[src/ctrl_pkg.sv]
//////////////////////////////
// shared types and constants for the core controller
// cause constants are CAUSE_W wide and assume machine-mode traps
// enum encodings match the fetch stage and CSR file muxes
//////////////////////////////

package ctrl_pkg;

  //////////////////////////////
  // widths
  //////////////////////////////

  // interrupt id from the interrupt controller
  localparam int unsigned IRQ_ID_W = 5;
  // msb of a cause flags an interrupt
  localparam int unsigned CAUSE_W  = IRQ_ID_W + 1;

  //////////////////////////////
  // state and selects
  //////////////////////////////

  // controller FSM states
  typedef enum logic [3:0] {
    RESET,
    BOOT_SET,
    WAIT_SLEEP,
    SLEEP,
    FIRST_FETCH,
    DECODE,
    FLUSH,
    IRQ_TAKEN
  } ctrl_state_t;

  // pc source in the fetch stage, gaps are sources outside this controller
  typedef enum logic [2:0] {
    PC_BOOT      = 3'd0,
    PC_JUMP      = 3'd2,
    PC_EXCEPTION = 3'd4,
    PC_ERET      = 3'd5
  } pc_sel_t;

  // exception vector select
  typedef enum logic [1:0] {
    EXC_PC_ILLINSN = 2'd0,
    EXC_PC_ECALL   = 2'd1,
    EXC_PC_IRQ     = 2'd3
  } exc_pc_sel_t;

  // why the pipeline is being flushed
  typedef enum logic [2:0] {
    FLUSH_NONE,
    FLUSH_ILLEGAL,
    FLUSH_ECALL,
    FLUSH_MRET,
    FLUSH_PIPE
  } flush_kind_t;

  // trap taken in the current cycle
  typedef enum logic [2:0] {
    TRAP_NONE,
    TRAP_IRQ,
    TRAP_ECALL,
    TRAP_ILLEGAL,
    TRAP_MRET
  } trap_sel_t;

  // privilege level, machine mode only in practice
  typedef enum logic [1:0] {
    PRIV_LVL_U = 2'd0,
    PRIV_LVL_S = 2'd1,
    PRIV_LVL_H = 2'd2,
    PRIV_LVL_M = 2'd3
  } priv_lvl_t;

  //////////////////////////////
  // exception causes
  //////////////////////////////

  // low bits take the privilege level
  localparam logic [CAUSE_W-1:0] EXC_CAUSE_ECALL   = 6'h08;
  localparam logic [CAUSE_W-1:0] EXC_CAUSE_ILLEGAL = 6'h02;

endpackage

[src/insn_classifier.sv]
//////////////////////////////
// reduces decoder flags to one flush request and interrupt terms
// flush kind is latched only while decoding a valid instruction
// kill hint is not masked by jump_set_i, a hint only
//////////////////////////////

`timescale 1ns/1ps

module insn_classifier (
  input  logic                 clk,
  input  logic                 rst_n,

  // decoder flags for the instruction in ID
  input  logic                 instr_valid_i,
  input  logic                 illegal_insn_i,
  input  logic                 ecall_insn_i,
  input  logic                 mret_insn_i,
  input  logic                 pipe_flush_i,
  input  logic                 instr_multicycle_i,
  input  logic                 branch_in_id_i,

  // interrupt side
  input  logic                 irq_req_i,
  input  logic                 m_ie_i,

  // from the sequencer
  input  logic                 decode_active_i,

  output logic                 flush_req_o,
  output logic                 irq_take_ok_o,
  output logic                 irq_pending_o,
  output logic                 exc_kill_o,
  output logic                 deassert_we_o,
  output ctrl_pkg::flush_kind_t flush_kind_o
);

  import ctrl_pkg::*;

  // kind of the flush request in this cycle, before latching
  flush_kind_t flush_kind_d;
  flush_kind_t flush_kind_q;

  // any flushing instruction, valid only
  assign flush_req_o = instr_valid_i &
                       (illegal_insn_i | ecall_insn_i | mret_insn_i | pipe_flush_i);

  // ecall first, then illegal, then mret, then pipe flush
  always_comb begin
    flush_kind_d = FLUSH_NONE;
    if (ecall_insn_i) begin
      flush_kind_d = FLUSH_ECALL;
    end else if (illegal_insn_i) begin
      flush_kind_d = FLUSH_ILLEGAL;
    end else if (mret_insn_i) begin
      flush_kind_d = FLUSH_MRET;
    end else if (pipe_flush_i) begin
      flush_kind_d = FLUSH_PIPE;
    end
  end

  // capture on flush entry so FLUSH does not need the decoder to hold
  always_ff @(posedge clk or negedge rst_n) begin
    if (!rst_n) begin
      flush_kind_q <= FLUSH_NONE;
    end else if (decode_active_i && flush_req_o) begin
      flush_kind_q <= flush_kind_d;
    end
  end

  assign flush_kind_o = flush_kind_q;

  //////////////////////////////
  // interrupt terms
  //////////////////////////////

  // enabled interrupt, regardless of what sits in ID
  assign irq_pending_o = irq_req_i & m_ie_i;
  // safe to take now: no multicycle op and no branch in flight
  assign irq_take_ok_o = irq_pending_o & ~instr_multicycle_i & ~branch_in_id_i;

  // request seen while disabled and nothing else going on in decode
  assign exc_kill_o = decode_active_i & ~flush_req_o & ~irq_take_ok_o &
                      irq_req_i & ~instr_multicycle_i & ~branch_in_id_i;

  // no writeback unless decoding, never for an illegal instruction
  assign deassert_we_o = ~decode_active_i | illegal_insn_i;

endmodule

[src/ctrl_fsm.sv]
//////////////////////////////
// controller sequencer, all outputs combinational from state and inputs
// flush_kind_i must be the kind latched on FLUSH entry
//////////////////////////////

`timescale 1ns/1ps

module ctrl_fsm (
  input  logic                  clk,
  input  logic                  rst_n,

  input  logic                  fetch_enable_i,
  input  logic                  instr_valid_i,
  input  logic                  id_ready_i,
  input  logic                  branch_set_i,
  input  logic                  jump_set_i,

  // from the classifier
  input  logic                  flush_req_i,
  input  logic                  irq_take_ok_i,
  input  logic                  irq_pending_i,
  input  logic                  irq_req_i,
  input  ctrl_pkg::flush_kind_t flush_kind_i,

  output logic                  ctrl_busy_o,
  output logic                  first_fetch_o,
  output logic                  is_decoding_o,
  output logic                  instr_req_o,
  output logic                  pc_set_o,
  output logic                  halt_if_o,
  output logic                  halt_id_o,
  output ctrl_pkg::pc_sel_t     pc_mux_o,
  output ctrl_pkg::trap_sel_t   trap_sel_o,
  output logic                  decode_active_o
);

  import ctrl_pkg::*;

  ctrl_state_t state_q;
  ctrl_state_t state_d;

  //////////////////////////////
  // state register
  //////////////////////////////

  always_ff @(posedge clk or negedge rst_n) begin
    if (!rst_n) begin
      state_q <= RESET;
    end else begin
      state_q <= state_d;
    end
  end

  //////////////////////////////
  // next state and outputs
  //////////////////////////////

  always_comb begin
    // defaults: busy and fetching, no redirect, no halt
    state_d       = state_q;
    ctrl_busy_o   = 1'b1;
    instr_req_o   = 1'b1;
    first_fetch_o = 1'b0;
    is_decoding_o = 1'b0;
    pc_set_o      = 1'b0;
    pc_mux_o      = PC_BOOT;
    halt_if_o     = 1'b0;
    halt_id_o     = 1'b0;
    trap_sel_o    = TRAP_NONE;

    unique case (state_q)
      // idle until the core is enabled
      RESET: begin
        ctrl_busy_o = 1'b0;
        instr_req_o = 1'b0;
        if (fetch_enable_i) begin
          state_d = BOOT_SET;
        end
      end

      // load the boot address into the fetch stage
      BOOT_SET: begin
        pc_set_o = 1'b1;
        pc_mux_o = PC_BOOT;
        state_d  = FIRST_FETCH;
      end

      // one cycle to let the pipeline drain before sleeping
      WAIT_SLEEP: begin
        ctrl_busy_o = 1'b0;
        instr_req_o = 1'b0;
        halt_if_o   = 1'b1;
        halt_id_o   = 1'b1;
        state_d     = SLEEP;
      end

      // wake on enable or on any interrupt request, enabled or not
      SLEEP: begin
        ctrl_busy_o = 1'b0;
        instr_req_o = 1'b0;
        halt_if_o   = 1'b1;
        halt_id_o   = 1'b1;
        if (fetch_enable_i || irq_req_i) begin
          state_d = FIRST_FETCH;
        end
      end

      // wait for the first instruction, an interrupt overrides
      FIRST_FETCH: begin
        first_fetch_o = 1'b1;
        if (id_ready_i) begin
          state_d = DECODE;
        end
        if (irq_pending_i) begin
          halt_if_o = 1'b1;
          halt_id_o = 1'b1;
          state_d   = IRQ_TAKEN;
        end
      end

      DECODE: begin
        if (instr_valid_i) begin
          is_decoding_o = 1'b1;
          // branch, jump, flush, interrupt in that order
          if (branch_set_i || jump_set_i) begin
            pc_set_o = 1'b1;
            pc_mux_o = PC_JUMP;
          end else if (flush_req_i) begin
            halt_if_o = 1'b1;
            halt_id_o = 1'b1;
            state_d   = FLUSH;
          end else if (irq_take_ok_i) begin
            halt_if_o = 1'b1;
            halt_id_o = 1'b1;
            state_d   = IRQ_TAKEN;
          end
        end else if (irq_pending_i) begin
          // empty ID stage, nothing to protect
          halt_if_o = 1'b1;
          halt_id_o = 1'b1;
          state_d   = IRQ_TAKEN;
        end
      end

      // jump to the interrupt vector, causes come from the mapper
      IRQ_TAKEN: begin
        pc_set_o   = 1'b1;
        pc_mux_o   = PC_EXCEPTION;
        trap_sel_o = TRAP_IRQ;
        state_d    = DECODE;
      end

      // ID holds a NOP, action depends on the latched kind
      FLUSH: begin
        halt_id_o = 1'b1;
        halt_if_o = ~fetch_enable_i;
        unique case (flush_kind_i)
          FLUSH_ECALL: begin
            pc_set_o   = 1'b1;
            pc_mux_o   = PC_EXCEPTION;
            trap_sel_o = TRAP_ECALL;
          end
          FLUSH_ILLEGAL: begin
            pc_set_o   = 1'b1;
            pc_mux_o   = PC_EXCEPTION;
            trap_sel_o = TRAP_ILLEGAL;
          end
          FLUSH_MRET: begin
            pc_set_o   = 1'b1;
            pc_mux_o   = PC_ERET;
            trap_sel_o = TRAP_MRET;
          end
          // pipe flush only drains, no redirect
          default: begin
            trap_sel_o = TRAP_NONE;
          end
        endcase

        // mret or wfi-like flush with fetch disabled puts the core to sleep
        if (!fetch_enable_i &&
            (flush_kind_i == FLUSH_MRET || flush_kind_i == FLUSH_PIPE)) begin
          state_d = WAIT_SLEEP;
        end else begin
          state_d = DECODE;
        end
      end

      default: begin
        instr_req_o = 1'b0;
        state_d     = RESET;
      end
    endcase
  end

  // the classifier latches flush kind and gates its hints on this
  assign decode_active_o = is_decoding_o;

endmodule

[src/trap_cause_gen.sv]
//////////////////////////////
// maps the trap of this cycle to vector, causes and CSR strobes
// irq_id_w must be at least 5 so the exception causes fit
//////////////////////////////

`timescale 1ns/1ps

module trap_cause_gen #(
  parameter int unsigned irq_id_w = ctrl_pkg::IRQ_ID_W
) (
  input  ctrl_pkg::trap_sel_t   trap_sel_i,
  input  logic [irq_id_w-1:0]   irq_id_i,
  input  ctrl_pkg::priv_lvl_t   m_prv_i,

  output ctrl_pkg::exc_pc_sel_t exc_pc_mux_o,
  output logic [irq_id_w:0]     exc_cause_o,
  output logic [irq_id_w:0]     csr_cause_o,
  output logic [irq_id_w-1:0]   irq_id_o,
  output logic                  irq_ack_o,
  output logic                  exc_ack_o,
  output logic                  csr_save_if_o,
  output logic                  csr_save_id_o,
  output logic                  csr_save_cause_o,
  output logic                  csr_restore_mret_o
);

  import ctrl_pkg::*;

  // one extra bit on top of the id marks an interrupt
  localparam int unsigned cause_w = irq_id_w + 1;

  // ecall cause depends on the mode the call came from
  logic [CAUSE_W-1:0] ecall_cause;

  assign ecall_cause = EXC_CAUSE_ECALL | {{(CAUSE_W-2){1'b0}}, m_prv_i};

  // id goes straight through, only meaningful with irq_ack_o
  assign irq_id_o = irq_id_i;

  always_comb begin
    // no trap: quiet strobes, zero causes
    exc_pc_mux_o       = EXC_PC_IRQ;
    exc_cause_o        = '0;
    csr_cause_o        = '0;
    irq_ack_o          = 1'b0;
    exc_ack_o          = 1'b0;
    csr_save_if_o      = 1'b0;
    csr_save_id_o      = 1'b0;
    csr_save_cause_o   = 1'b0;
    csr_restore_mret_o = 1'b0;

    unique case (trap_sel_i)
      // save the IF pc, the interrupted instruction never issued
      TRAP_IRQ: begin
        exc_pc_mux_o     = EXC_PC_IRQ;
        exc_cause_o      = {1'b0, irq_id_i};
        csr_cause_o      = {1'b1, irq_id_i};
        irq_ack_o        = 1'b1;
        exc_ack_o        = 1'b1;
        csr_save_if_o    = 1'b1;
        csr_save_cause_o = 1'b1;
      end
      // synchronous traps save the pc of the instruction in ID
      TRAP_ECALL: begin
        exc_pc_mux_o     = EXC_PC_ECALL;
        exc_cause_o      = cause_w'(ecall_cause);
        csr_cause_o      = cause_w'(ecall_cause);
        csr_save_id_o    = 1'b1;
        csr_save_cause_o = 1'b1;
      end
      TRAP_ILLEGAL: begin
        exc_pc_mux_o     = EXC_PC_ILLINSN;
        exc_cause_o      = cause_w'(EXC_CAUSE_ILLEGAL);
        csr_cause_o      = cause_w'(EXC_CAUSE_ILLEGAL);
        csr_save_id_o    = 1'b1;
        csr_save_cause_o = 1'b1;
      end
      // return restores mstatus, the pc comes from mepc
      TRAP_MRET: begin
        csr_restore_mret_o = 1'b1;
      end
      default: begin
        exc_pc_mux_o = EXC_PC_IRQ;
      end
    endcase
  end

endmodule

[src/ctrl_top.sv]
//////////////////////////////
// main controller of the in-order core, no debug unit
// irq_id_w sets the interrupt id width, causes are one bit wider
//////////////////////////////

`timescale 1ns/1ps

module ctrl_top #(
  parameter int unsigned irq_id_w = ctrl_pkg::IRQ_ID_W
) (
  input  logic                  clk,
  input  logic                  rst_n,

  // core enable and status
  input  logic                  fetch_enable_i,
  output logic                  ctrl_busy_o,
  output logic                  first_fetch_o,
  output logic                  is_decoding_o,

  // decoder
  output logic                  deassert_we_o,
  input  logic                  illegal_insn_i,
  input  logic                  ecall_insn_i,
  input  logic                  mret_insn_i,
  input  logic                  pipe_flush_i,
  input  logic                  instr_valid_i,

  // fetch stage
  output logic                  instr_req_o,
  output logic                  pc_set_o,
  output ctrl_pkg::pc_sel_t     pc_mux_o,
  output ctrl_pkg::exc_pc_sel_t exc_pc_mux_o,

  // branches, jumps and multicycle ops
  input  logic                  branch_in_id_i,
  input  logic                  branch_set_i,
  input  logic                  jump_set_i,
  input  logic                  instr_multicycle_i,

  // interrupt controller and CSR file
  input  logic                  irq_req_i,
  input  logic [irq_id_w-1:0]   irq_id_i,
  input  logic                  m_ie_i,
  input  ctrl_pkg::priv_lvl_t   m_prv_i,
  output logic                  irq_ack_o,
  output logic [irq_id_w-1:0]   irq_id_o,
  output logic [irq_id_w:0]     exc_cause_o,
  output logic                  exc_ack_o,
  output logic                  exc_kill_o,
  output logic                  csr_save_if_o,
  output logic                  csr_save_id_o,
  output logic [irq_id_w:0]     csr_cause_o,
  output logic                  csr_restore_mret_o,
  output logic                  csr_save_cause_o,

  // stalls
  output logic                  halt_if_o,
  output logic                  halt_id_o,
  input  logic                  id_ready_i
);

  import ctrl_pkg::*;

  // classifier to sequencer
  logic        flush_req;
  logic        irq_take_ok;
  logic        irq_pending;
  flush_kind_t flush_kind;

  // sequencer back to classifier and on to the cause mapper
  logic        decode_active;
  trap_sel_t   trap_sel;

  //////////////////////////////
  // classify
  //////////////////////////////

  insn_classifier u_insn_classifier (
    .clk                (clk),
    .rst_n              (rst_n),
    .instr_valid_i      (instr_valid_i),
    .illegal_insn_i     (illegal_insn_i),
    .ecall_insn_i       (ecall_insn_i),
    .mret_insn_i        (mret_insn_i),
    .pipe_flush_i       (pipe_flush_i),
    .instr_multicycle_i (instr_multicycle_i),
    .branch_in_id_i     (branch_in_id_i),
    .irq_req_i          (irq_req_i),
    .m_ie_i             (m_ie_i),
    .decode_active_i    (decode_active),
    .flush_req_o        (flush_req),
    .irq_take_ok_o      (irq_take_ok),
    .irq_pending_o      (irq_pending),
    .exc_kill_o         (exc_kill_o),
    .deassert_we_o      (deassert_we_o),
    .flush_kind_o       (flush_kind)
  );

  //////////////////////////////
  // sequence
  //////////////////////////////

  ctrl_fsm u_ctrl_fsm (
    .clk             (clk),
    .rst_n           (rst_n),
    .fetch_enable_i  (fetch_enable_i),
    .instr_valid_i   (instr_valid_i),
    .id_ready_i      (id_ready_i),
    .branch_set_i    (branch_set_i),
    .jump_set_i      (jump_set_i),
    .flush_req_i     (flush_req),
    .irq_take_ok_i   (irq_take_ok),
    .irq_pending_i   (irq_pending),
    .irq_req_i       (irq_req_i),
    .flush_kind_i    (flush_kind),
    .ctrl_busy_o     (ctrl_busy_o),
    .first_fetch_o   (first_fetch_o),
    .is_decoding_o   (is_decoding_o),
    .instr_req_o     (instr_req_o),
    .pc_set_o        (pc_set_o),
    .halt_if_o       (halt_if_o),
    .halt_id_o       (halt_id_o),
    .pc_mux_o        (pc_mux_o),
    .trap_sel_o      (trap_sel),
    .decode_active_o (decode_active)
  );

  //////////////////////////////
  // map causes
  //////////////////////////////

  trap_cause_gen #(
    .irq_id_w (irq_id_w)
  ) u_trap_cause_gen (
    .trap_sel_i         (trap_sel),
    .irq_id_i           (irq_id_i),
    .m_prv_i            (m_prv_i),
    .exc_pc_mux_o       (exc_pc_mux_o),
    .exc_cause_o        (exc_cause_o),
    .csr_cause_o        (csr_cause_o),
    .irq_id_o           (irq_id_o),
    .irq_ack_o          (irq_ack_o),
    .exc_ack_o          (exc_ack_o),
    .csr_save_if_o      (csr_save_if_o),
    .csr_save_id_o      (csr_save_id_o),
    .csr_save_cause_o   (csr_save_cause_o),
    .csr_restore_mret_o (csr_restore_mret_o)
  );

endmodule

[config.mk]
export PLATFORM = sky130hd
export DESIGN_NAME = ctrl_top
export DESIGN_NICKNAME = d
export VERILOG_FILES = /design/src/ctrl_pkg.sv /design/src/insn_classifier.sv /design/src/ctrl_fsm.sv /design/src/trap_cause_gen.sv /design/src/ctrl_top.sv
export SDC_FILE = /design/constraint.sdc
export NUM_CORES = 1
export LEC_CHECK = 0
export ABC_CLOCK_PERIOD_IN_PS = 4300
export BUFFER_PORTS_ARGS = -buffer_cell sky130_fd_sc_hd__buf_4
export CAP_MARGIN = 20
export CORE_MARGIN = 3
export CORE_UTILIZATION = 45
export DETAILED_ROUTE_END_ITERATION = 8
export PLACE_DENSITY = 0.82
export RECOVER_POWER = 100
export SETUP_SLACK_MARGIN = 0.05
export SLEW_MARGIN = 20
export SYNTH_ARGS = -nofsm -noshare
export SYNTH_HDL_FRONTEND = slang
export SYNTH_HIERARCHICAL = 1
export SYNTH_SLANG_ARGS = --single-unit
export TNS_END_PERCENT = 100
[constraint.sdc]
create_clock -name clk -period 4.3 [get_ports clk]
set_clock_uncertainty 0.1 [all_clocks]
set_input_delay 0.645 -clock clk [delete_from_list [all_inputs] [get_ports clk]]
set_output_delay 0.645 -clock clk [all_outputs]
set_load 0.005 [all_outputs]
## Yosys cells after proc, flatten, opt, wreduce, memory -nomap -nowiden

Index checks and enable logic that the tools add are counted.

- Register bits: 7
- Output and inout bits: 37
- Word-level logic and storage cells: 103

- Eq/ne operators: 21
- Mux-type cells: 44
- Bitwise gates (word level): 19
- Reductions and logical operators: 17

Operator list:

| kind | count |
|---|---|
| $mux 4 | 9 |
| $pmux 4 s8 | 1 |
| $mux 3 | 6 |
| $pmux 3 s3 | 2 |
| $pmux 6 s3 | 1 |
| $mux 1 | 17 |
| $eq 4x3->1 const B | 4 |
| $pmux 5 s3 | 1 |
| $eq 3x2->1 const B | 4 |
| $pmux 3 s2 | 2 |
| $reduce_or 3->1 | 4 |
| $and 1x1->1 | 9 |
| $ne 3x3->1 const B | 3 |
| $eq 4x2->1 const B | 2 |
| $reduce_or 2->1 | 4 |
| $eq 3x1->1 const B | 2 |
| $eq 3x3->1 const B | 2 |
| $not 1->1 | 6 |
| $pmux 1 s3 | 2 |
| $reduce_and 6->1 | 1 |
| $reduce_or 5->1 | 1 |
| $eq 4x1->1 const B | 1 |
| $logic_not 4->1 | 1 |
| $ne 4x4->1 const B | 1 |
| 9 further kinds | 15 |

## Longest topological paths before layout

Gate-level depths: netlist (run 1).

- Depth in word-level cells: 10
- Mapped depth: 8
- Gate-level depth less buffers: 6

## Modules after synthesis

Netlist (run 1), hierarchy kept.

Modules (own cells, without submodules):

| module | times used | cells an instance | area an instance (um2) |
|---|---|---|---|
| ctrl_fsm | 1 | 67 | 465.4 |
| insn_classifier | 1 | 24 | 229.0 |
| trap_cause_gen | 1 | 34 | 227.7 |

## Worst setup path before layout (run 1)

No wires, ideal clock.

- Kind: register -> output
- Start: register u_ctrl_fsm.state_q[0]
- End: output exc_cause_o[2]
- Data arrival time: 2.037 ns
- Required time: 3.555 ns
- Path slack: 1.518 ns
- Stages on the path, launching flop included: 7
- Path buffers: 3
- Cells stage by stage: dfrtp_1 > buf_6 > clkbuf_1 > nor4_1 > nor3b_2 > and2_1 > buf_4

- Longest elaborated chain between the ends: 4
- Elaborated cells on any way between the ends: 7
- Those cells by class: eq/ne: 5; mux: 2

RTL lines:

| what | line | RTL |
|---|---|---|
| from (decl) | ctrl_fsm.sv:39 | `ctrl_state_t state_q;` |
| from (signal assigned) | ctrl_fsm.sv:50 | `state_q <= state_d;` |
| $eq 4x3->1 | ctrl_fsm.sv:71 | `unique case (state_q)` |
| $pmux 3 s2 (*) | ctrl_fsm.sv:71 |  |
| net trap_sel[2] | ctrl_top.sv:72 | `trap_sel_t trap_sel;` |
| $eq 3x2->1 / $eq 3x1->1 (equally long branches) | trap_cause_gen.sv:52 | `unique case (trap_sel_i)` |
| $pmux 5 s3 (*) | trap_cause_gen.sv:52 |  |
| to (decl) | ctrl_top.sv:47 | `output logic [irq_id_w:0] exc_cause_o,` |

The timed path passes the listed nets; every way through them passes the cells marked *.

## Worst setup path in the final report (run 1)

- Start: register u_ctrl_fsm.state_q[2]
- End: output exc_cause_o[1]

The elaborated chain is that of the path after synthesis.

==> results of run 1 <==
-- worst max-delay path by stage --
stage | end | slack [ps] | depth (start not counted) | start
final | exc_cause_o[1] | 960 | 5 | u_ctrl_fsm/state_q[2]$_DFFE_PN0P_
after global placement | halt_id_o | 1370 | 7 | mret_insn_i
after detailed placement | exc_cause_o[1] | 1330 | 5 | u_ctrl_fsm/state_q[2]$_DFFE_PN0P_
after CTS | exc_cause_o[1] | 1060 | 5 | u_ctrl_fsm/state_q[2]$_DFFE_PN0P_
after global routing | exc_cause_o[1] | 710 | 5 | u_ctrl_fsm/state_q[2]$_DFFE_PN0P_
after floorplan | exc_cause_o[2] | 1520 | 6 | u_ctrl_fsm/state_q[0]$_DFFE_PN0P_
-- stage by stage --
| step | setup WS [ps] | total power (uW) | cell area [um^2] | utilization [%] |
|---|---|---|---|---|
| after detailed placement | 1330 | 461 | 1240 | 68.1 |
| after CTS | 1060 | 516 | 1260 | 69.3 |
| after global routing | 712 | 546 | 1230 | 67.8 |
| final | 958 | 504 | 1230 | 67.8 |
| after floorplan | 1520 | 354 | 922 | - |
| after global placement | 1370 | 446 | 1240 | 68.1 |
-- layout make-up --
class,instances,area share (%)
clock buffers,3,1.83
repair buffers,58,34.7
flip-flops and latches,6,12.2
well taps,25,2.54
multi-input cells,94,47.6
inverters,4,1.22
-- synthesized netlist by cell type (2+ instances only) --
cell      number  area, um^2
o21ai_0        2        10.0
buf_2          2        10.0
or3b_1         2        17.5
or3_1          3        18.8
o31ai_1        2        15.0
and2_1         4        25.0
nand4b_1       2        17.5
o21ai_1        3        15.0
nand4_1        2        12.5
buf_4         14         105
a21oi_1        9        45.0
a31oi_1        3        18.8
nor4_1         3        18.8
nand2_1        7        26.3
dfrtp_1        6         150
a21o_1         3        22.5
inv_1          4        15.0
nand3b_1       3        22.5
buf_6          2        22.5
nand2b_1       4        25.0
a21bo_2        3        30.0
nor2_1        16        60.1
o211ai_1       2        15.0
nor3b_1        2        15.0
clkbuf_1       3        11.3
nor2b_2        2        17.5
-- sequential cells by signal (all words and copies together), names as in the netlist --
name                            count
u_insn_classifier/flush_kind_o      3
u_ctrl_fsm/state_q                  3
-- where the power goes --
part | leakage, uW | switching [uW] | internal, uW
logic | 0.000494 | 145 | 171
registers | 0.0000671 | 57.7 | 77.1
clock network | 0.0000138 | 21.1 | 31.6
-- routing by layer --
| layer | vias to the layer above | share of wire [%] | track usage (%) |
|---|---|---|---|
| met1 | 486 | 40 | 22.6 |
| li1 | 511 | - | - |
| met5 | - | 0 | 0 |
| met3 | 2 | 8.9 | 2.92 |
| met4 | 0 | 0.40 | 6.55 |
| met2 | 49 | 50 | 35.4 |
-- critical path: stages, from the launching register on --
cell	delay, ps
dfrtp_1	550
nand2_1	220
nor4_1	900
o21ai_0	260
a21oi_1	240
clkbuf_4	170
-- cells in the final DEF (no fill, tap or decap), types with 3 or more instances in the layout --
cell type   n
a21bo_2     3
a21o_1      3
a21oi_1     9
a31oi_1     3
and2_0      3
buf_4      32
clkbuf_4   27
dfrtp_1     6
inv_1       4
nand2_1     8
nand2b_1    4
nand3b_1    3
nor2_1     16
nor3b_1     3
nor4_1      3
o21ai_0     4
or3_1       3
-- cell families (layout without fill, tap and decap cells) --
group / Yosys count / after routing / share of synthesized area, %
simple gates: 60 / 60 / 41.1
compound gates: 32 / 32 / 23.5
buf+inv: 25 / 65 / 17.8
flops: 6 / 6 / 16.3
other cells: 1 / 1 / 0.407
xor+xnor: 1 / 1 / 0.950
==> key figures, run 1 <==
Drt
  – DR vias/cell: 5.52
  – DRC Markers: 0
  – DRT antenna net count: 0
  – Pre-antenna DRT Iters: 4
  – Initial drt markers: 19
  – WL/cell: 13.3 um
  – DRT Wirelength: 2520 um
  – Vias: 1048

STA
  – Final Critical Period: 3340 ps
  – Setup TNS Final: 0 ps
  – Fin Hold WS: 173 ps
  – F_max: 299 MHz
  – Slew Limit Fails: 0
  – Final Hold Violating Endpoints: 0
  – Final setup fails: 0
  – Final worst-path cycle share: 77.7%
  – Worst relative slew slack: 29.1%
  – Actual slew at the worst max-slew pin: 1050 ps
  – RSZ-0062 raised after global routing: no

Clock network
  – # Post-CTS Setup Buffers: 0
  – Total CTS buffers: 3
  – Htree depth: 1
  – Sink Count: 6
  – CTS tree: done
  – PostCTS Resize Cnt: 0
  – Hold_buf cts: 0
  – Clk root buf: clkbuf_4
  – Clock latency on the worst-skew pair: 250 ps
  – Clock Tree Buf Depth: 2
  – Clk pin slew, worst setup/hold paths: 50 ps

Critical path
  – Setup crit start kind: register
  – R2R Setup Slk: 2470 ps
  – Critical Path AT: 2600 ps
  – Reg-to-Reg Start: u_ctrl_fsm/state_q[0]$_DFFE_PN0P_
  – FF-to-FF path depth: 4
  – Req. time, crit path: 3560 ps
  – RR Endpoint: u_insn_classifier/flush_kind_o[0]$_DFFE_PN0P_
  – CP Class: register to primary output
  – Critical Path Sink Type: primary output
  – Maximum fanout along the worst path: 13

Place
  – GPL Wtd Cong: 0.818
  – Dpl cells: 187
  – Hpwl dp: 2010 um
  – IO Port Bufs: 57

Layout
  – Fraction of layout cells with a size suffix above 1: 40.6%
  – FF/Latch Area: 150 um^2
  – Multi-input gate area: 587 um^2
  – Final nets: 189
  – P&R area growth vs syn: 33.8%
  – Non-Filler Instances: 190
  – Ant diodes: 0
  – Fillers: 160

Yosys
  – Post-synthesis cell count: 125
  – Post-Syn Area: 922 um^2
  – Synthesized net count: 147
  – Cell variety after synth: 43
  – Syn avg cell area: 7.38 um^2
  – Synth warn: 6
  – FF+latch count, synth: 6
  – Synth async-reset ratio: 100%
  – Sequential area share after synthesis: 16.3%
  – Post-synth EDFFs: 0
  – Ys flop type: dfrtp_1

Floorplan
  – I/O pin count: 59
  – DIE AREA: 0.00263 mm^2
  – Initial core utilization: 50.7%
  – Die X: 51.3 um
  – Rows: 15
  – Die Y-Extent: 51.3 um
  – Core Area: 0.00182 mm^2

Power
  – Max VDD drop: 0.000262 V
  – Power per cell area: 408 mW/mm^2
  – Leak: 0.000575 uW

GRT
  – Antenna violations before repair: 0
  – Total grt overflow: 0
  – Overall Global Routing Usage: 19.3%
  – Vias in the first global route: 918
  – First-pass GRT wire length: 3930 um
  – Largest net degree at the start of global routing: 20

Run status
  – Status: finished clean

Flow run
  – Max Cap Viol: 0

Min path
  – HP Class: input pin to async pin
Note: power is estimated with default switching activity, not from simulation.
==> inputs of run 2 (changes only) <==
--- a/config.mk
+++ b/config.mk
@@ -5,13 +5,13 @@
 export SDC_FILE = /design/constraint.sdc
 export NUM_CORES = 1
 export LEC_CHECK = 0
-export ABC_CLOCK_PERIOD_IN_PS = 4300
+export ABC_CLOCK_PERIOD_IN_PS = 3310
 export BUFFER_PORTS_ARGS = -buffer_cell sky130_fd_sc_hd__buf_4
 export CAP_MARGIN = 20
 export CORE_MARGIN = 3
-export CORE_UTILIZATION = 45
+export CORE_UTILIZATION = 42
 export DETAILED_ROUTE_END_ITERATION = 8
-export PLACE_DENSITY = 0.82
+export PLACE_DENSITY = 0.77
 export RECOVER_POWER = 100
 export SETUP_SLACK_MARGIN = 0.05
 export SLEW_MARGIN = 20
==> constraint.sdc (replaced) <==
create_clock -name clk -period 3.31 [get_ports clk]
set_clock_uncertainty 0.1 [all_clocks]
set_input_delay 0.4965 -clock clk [delete_from_list [all_inputs] [get_ports clk]]
set_output_delay 0.4965 -clock clk [all_outputs]
set_load 0.005 [all_outputs]
==> run 2 against run 1 <==
Effect of this change:
- worst hold slack gained 230 ps
- sequential share of layout area decreased by 0.12 points
- wire length fell by 7.0%
- non-clock buffer count rose by 2
- cell area increased by 1.0%
- clock power up 22%
- cell count is 2.1% higher
- via count decreased by 3.5%
- sequential power grew 29%
- total power rose by 28%
- flip-flop and latch count stayed put
- critical path depth stayed put
- critical path type unchanged
- critical endpoint is now exc_cause_o[4]
- largest power group unchanged
==> key figures, run 2 (synthesized netlist as in run 1, its figures left out) <==
Clock network
  – Clk root buf: clkbuf_4
  – PostCTS Resize Cnt: 0
  – Htree depth: 1
  – Sink Count: 6
  – Clock Tree Buf Depth: 2
  – Total CTS buffers: 3
  – Clk pin slew, worst setup/hold paths: 40 ps
  – # Post-CTS Setup Buffers: 0
  – CTS tree: done
  – Clock latency on the worst-skew pair: 240 ps

Min path
  – Worst hold start: ecall_insn_i
  – Hold depth: 2
  – Hold Crit Endpoint: u_insn_classifier/flush_kind_o[0]$_DFFE_PN0P_
  – HP Class: input pin to register

Drt
  – Met3 wire length: 196 um
  – Vias: 1011
  – Post-Route M1 WL: 1030 um
  – DRT antenna net count: 0
  – DRT Wirelength: 2340 um
  – Initial drt markers: 12
  – DRC Markers: 0
  – Highest metal used: met3
  – WL/cell: 12.1 um
  – DR vias/cell: 5.21
  – Pre-antenna DRT Iters: 4
  – Routed wl met2: 1110 um

STA
  – Final worst-path cycle share: 88.1%
  – Actual slew at the worst max-slew pin: 558 ps
  – RSZ-0062 raised after global routing: no
  – Setup WS post-layout: 392 ps
  – Final Critical Period: 2920 ps
  – Setup TNS Final: 0 ps
  – Final setup fails: 0
  – Slew Limit Fails: 0
  – Worst relative slew slack: 62.8%
  – Final Hold Violating Endpoints: 0
  – F_max: 343 MHz

Layout
  – Commonest non-fill, non-tap cell in the layout: buf_4
  – Final Cell Area: 0.00125 mm^2
  – P&R area growth vs syn: 35.1%
  – Most frequent cells in the layout: 35 x buf_4, 23 x clkbuf_4, 16 x nor2_1, 9 x a21oi_1, 8 x nand2_1
  – Fraction of layout cells with a size suffix above 1: 39.5%
  – Final nets: 191
  – Ant diodes: 0

Critical path
  – Cell Chain, Critical Path: nand2_1 -> nor2_1 -> nor3b_1 -> and2_1 -> buf_4
  – RR Endpoint: u_ctrl_fsm/state_q[0]$_DFFE_PN0P_
  – Setup crit start kind: register
  – Critical Path AT: 2320 ps
  – CP peak stage delay: 560 ps
  – R2R Setup Slk: 1550 ps
  – CP Class: register to primary output
  – FF-to-FF path depth: 4
  – Critical Path Sink Type: primary output
  – Maximum fanout along the worst path: 13
  – Slowest CP cell: dfrtp_1
  – Reg-to-Reg Start: u_ctrl_fsm/state_q[0]$_DFFE_PN0P_
  – Crit path max-delay family: simple AND/OR/NAND/NOR gates
  – Bufs and invs on worst path: 1
  – Req. time, crit path: 2710 ps

Place
  – Hpwl dp: 1910 um
  – Pre-CTS WS: 703 ps
  – DP Area: 0.00125 mm^2
  – GPL Wtd Cong: 0.806
  – IO Port Bufs: 57

Power
  – Power per cell area: 516 mW/mm^2
  – Leak: 0.000581 uW
  – Max VDD drop: 0.000343 V

GRT
  – Largest net degree at the start of global routing: 20
  – First-pass GRT wire length: 3480 um
  – Vias in the first global route: 850
  – Total grt overflow: 0
  – Antenna violations before repair: 0
  – Overall Global Routing Usage: 16.2%

Floorplan
  – I/O pin count: 59
  – Rows: 16
  – Die X: 52.9 um
  – Die Y-Extent: 52.9 um
  – Core Area: 0.00202 mm^2
  – Initial core utilization: 45.6%
  – DIE AREA: 0.00279 mm^2

Run status
  – Status: finished clean

Flow run
  – Max Cap Viol: 0
-- run 2: changes by cell type in the layout (fill, tap and decap cells not counted) --
| cell | delta |
|---|---|
| dlygate4sd3_1 | +1 |
| clkbuf_1 | +2 |
| and2_1 | +2 |
| and2_0 | -2 |
| clkbuf_4 | -4 |
| buf_4 | +3 |
-- run 2: through the flow --
step	hold WS [ps]	cells	power, uW	util, %
6_report	401	194	643	61.6
3_5_place_dp	208	190	594	61.8
3_3_place_gp	207	190	586	61.8
4_1_cts	394	194	663	63.4
2_1_floorplan	101	125	460	-
5_1_grt	405	194	703	61.6
-- run 2: timing repair --
item | in CTS | in global routing
endpoints found under the setup margin | 0 | 0
endpoints found under the hold margin | 6 | 0
hold buffers | 1 | 0
-- run 2: area by class of cell --
class | count | area (um^2)
clock buffers | 3 | 22.5
fillers | 188 | 776
inverters | 4 | 15.0
multi-input cells | 94 | 587
flip-flops and latches | 6 | 150
well taps | 27 | 33.8
repair buffers | 60 | 438
-- run 2: worst max-delay path by stage --
stage                          end                         startpoint  depth (start not counted)  slack, ps
finish              exc_cause_o[4]  u_ctrl_fsm/state_q[2]$_DFFE_PN0P_                          5        390
CTS                 exc_cause_o[4]  u_ctrl_fsm/state_q[2]$_DFFE_PN0P_                          5        510
detailed placement       halt_id_o                        mret_insn_i                          7        700
floorplan           exc_cause_o[2]  u_ctrl_fsm/state_q[0]$_DFFE_PN0P_                          6        680
global placement         halt_id_o                        mret_insn_i                          7        710
global route        csr_cause_o[2]  u_ctrl_fsm/state_q[2]$_DFFE_PN0P_                          5        150
-- run 2: layer usage --
layer	vias to the layer above	GRT usage [%]
met3	0	2.25
met5	-	0
li1	511	-
met1	457	19.9
met4	0	5.11
met2	43	28.7
-- run 2: power breakdown --
group	switching, uW	total (uW)	internal, uW
Combinational	182	405	223
Clock	23.6	64.4	40.8
Sequential	73.5	174	100
==> inputs of run 3 (changes only) <==
--- a/config.mk
+++ b/config.mk
@@ -6,10 +6,12 @@
 export NUM_CORES = 1
 export LEC_CHECK = 0
 export ABC_CLOCK_PERIOD_IN_PS = 3310
-export BUFFER_PORTS_ARGS = -buffer_cell sky130_fd_sc_hd__buf_4
+export BUFFER_PORTS_ARGS = -buffer_cell sky130_fd_sc_hd__buf_2
 export CAP_MARGIN = 20
 export CORE_MARGIN = 3
 export CORE_UTILIZATION = 42
+export CTS_BUF_LIST = sky130_fd_sc_hd__clkbuf_16
+export CTS_CLUSTER_DIAMETER = 60
 export DETAILED_ROUTE_END_ITERATION = 8
 export PLACE_DENSITY = 0.77
 export RECOVER_POWER = 100
==> run 3 against run 2 <==
Effect of this change:
- total power up 12%
- flip-flop and latch count unchanged
- worst hold slack better by 49 ps
- combinational power decreased by 12%
- non-clock buffer count did not move
- global-route usage is 0.27 points higher
- wire length grew 1.3%
- critical path type unchanged
- sequential power about the same
- cell count did not move
- clock-buffer cell count stayed put
==> key figures, run 3 (synthesized netlist as in run 1, its figures left out) <==
STA
  – Final Hold Violating Endpoints: 0
  – Final setup fails: 0
  – Setup TNS Final: 0 ps
  – Final Critical Period: 2870 ps
  – Worst relative slew slack: 61.8%
  – Final worst-path cycle share: 86.8%
  – Slew Limit Fails: 0
  – F_max: 348 MHz
  – RSZ-0062 raised after global routing: no
  – Actual slew at the worst max-slew pin: 573 ps

Floorplan
  – Initial core utilization: 45.6%
  – DIE AREA: 0.00279 mm^2
  – I/O pin count: 59
  – Die X: 52.9 um
  – Rows: 16
  – Core Area: 0.00202 mm^2
  – Die Y-Extent: 52.9 um

Min path
  – Worst hold start: ecall_insn_i
  – HP Class: input pin to register

Drt
  – DR vias/cell: 5.20
  – WL/cell: 12.2 um
  – Vias: 1008
  – DRT Wirelength: 2370 um
  – Pre-antenna DRT Iters: 6
  – DRT antenna net count: 0
  – DRC Markers: 0
  – Initial drt markers: 24

Critical path
  – Setup crit start kind: register
  – CP startpoint: u_ctrl_fsm/state_q[2]$_DFFE_PN0P_
  – Crit path max-delay family: simple AND/OR/NAND/NOR gates
  – Bufs and invs on worst path: 1
  – Slowest CP cell: dfrtp_1
  – Maximum fanout along the worst path: 13
  – Cell Chain, Critical Path: nand2_1 -> nor2_1 -> nor3b_1 -> and2_0 -> buf_2
  – CP peak stage delay: 570 ps
  – Critical Path AT: 2280 ps
  – CP Class: register to primary output
  – Reg-to-Reg Start: u_ctrl_fsm/state_q[0]$_DFFE_PN0P_
  – Critical Path Sink Type: primary output
  – Req. time, crit path: 2710 ps

Clock network
  – Clock Tree Buf Depth: 2
  – Clk pin slew, worst setup/hold paths: 30 ps
  – Clock latency on the worst-skew pair: 220 ps
  – CTS tree: done
  – Clk root buf: clkbuf_16
  – Sink Count: 6
  – PostCTS Resize Cnt: 0
  – Htree depth: 1
  – Total CTS buffers: 3

GRT
  – First-pass GRT wire length: 3570 um
  – Largest net degree at the start of global routing: 20
  – Antenna violations before repair: 0
  – Total grt overflow: 0
  – Overall Global Routing Usage: 16.5%
  – Vias in the first global route: 890

Layout
  – Most frequent cells in the layout: 35 x buf_2, 21 x clkbuf_1, 16 x nor2_1, 9 x a21oi_1, 8 x nand2_1
  – Final nets: 191
  – Ant diodes: 0
  – P&R area growth vs syn: 23.9%
  – Commonest non-fill, non-tap cell in the layout: buf_2
  – Non-Filler Instances: 194
  – Fraction of layout cells with a size suffix above 1: 29.3%

Power
  – Max VDD drop: 0.000405 V
  – Leak: 0.000514 uW
  – Power per cell area: 633 mW/mm^2

Place
  – Hpwl dp: 1810 um
  – GPL Wtd Cong: 0.828
  – IO Port Bufs: 57
  – Dpl cells: 190

Run status
  – Status: finished clean

Flow run
  – Max Cap Viol: 0
-- run 3: changes by cell type in the layout (fill, tap and decap cells not counted), sizes merged --
cell,change
clkbuf,-1
buf,+1
-- run 3: worst paths after layout --
check / endpoint / slack (ps) / depth (start not counted)
setup / recovery: exc_cause_o[2] / 440 / 5
hold / removal: u_insn_classifier/flush_kind_o[0]$_DFFE_PN0P_ / 450 / 2
setup reg to reg: u_ctrl_fsm/state_q[0]$_DFFE_PN0P_ / 1430 / 4
hold reg to reg: u_ctrl_fsm/state_q[2]$_DFFE_PN0P_ / 600 / 1
max in group asynchronous: u_insn_classifier/flush_kind_o[1]$_DFFE_PN0P_ / 2290 / 2
min in group asynchronous: u_ctrl_fsm/state_q[1]$_DFFE_PN0P_ / 580 / 2
-- run 3: metal layers --
layer	track usage [%]	vias up	part of all wire, %
li1	-	513	-
met1	18.4	454	44
met2	28.9	39	47
met3	4.51	2	9.2
met4	6.81	0	0.34
met5	0	-	0
-- run 3: final cells by class --
| cell class | count | area, um^2 |
|---|---|---|
| fillers | 212 | 880 |
| multi-input cells | 94 | 587 |
| repair buffers | 60 | 282 |
| flip-flops and latches | 6 | 150 |
| clock buffers | 3 | 75.1 |
| well taps | 27 | 33.8 |
| inverters | 4 | 15.0 |
-- run 3: where the power goes --
part / total, uW / switching (uW) / leakage [uW] / internal, uW
Combinational: 356 / 184 / 0.000410 / 172
Sequential: 176 / 75.2 / 0.0000671 / 100
Clock: 191 / 36.6 / 0.0000370 / 155
Total: 723 / 296 / 0.000514 / 427
-- run 3: through the flow --
stage	setup slack (ps)	utilization, %	area [um^2]	total power [uW]	hold slack (ps)
finish	438	56.5	1140	723	450
global route	218	56.5	1140	778	456
CTS	620	59.0	1190	741	444
detailed placement	685	54.8	1110	543	224
global placement	735	54.8	1110	532	223
floorplan	676	-	922	460	101
-- run 3: timing repair --
item	in CTS	in global routing
hold endpoints to repair	6	0
hold buffers	1	0
buffers inserted	0	0
-- run 3: worst reg2reg max path: stages (launching register included) --
cell and delay [ps]:
dfrtp_1 690, nand2_1 250, nor4b_4 200, or3_1 340
o21ai_0 210
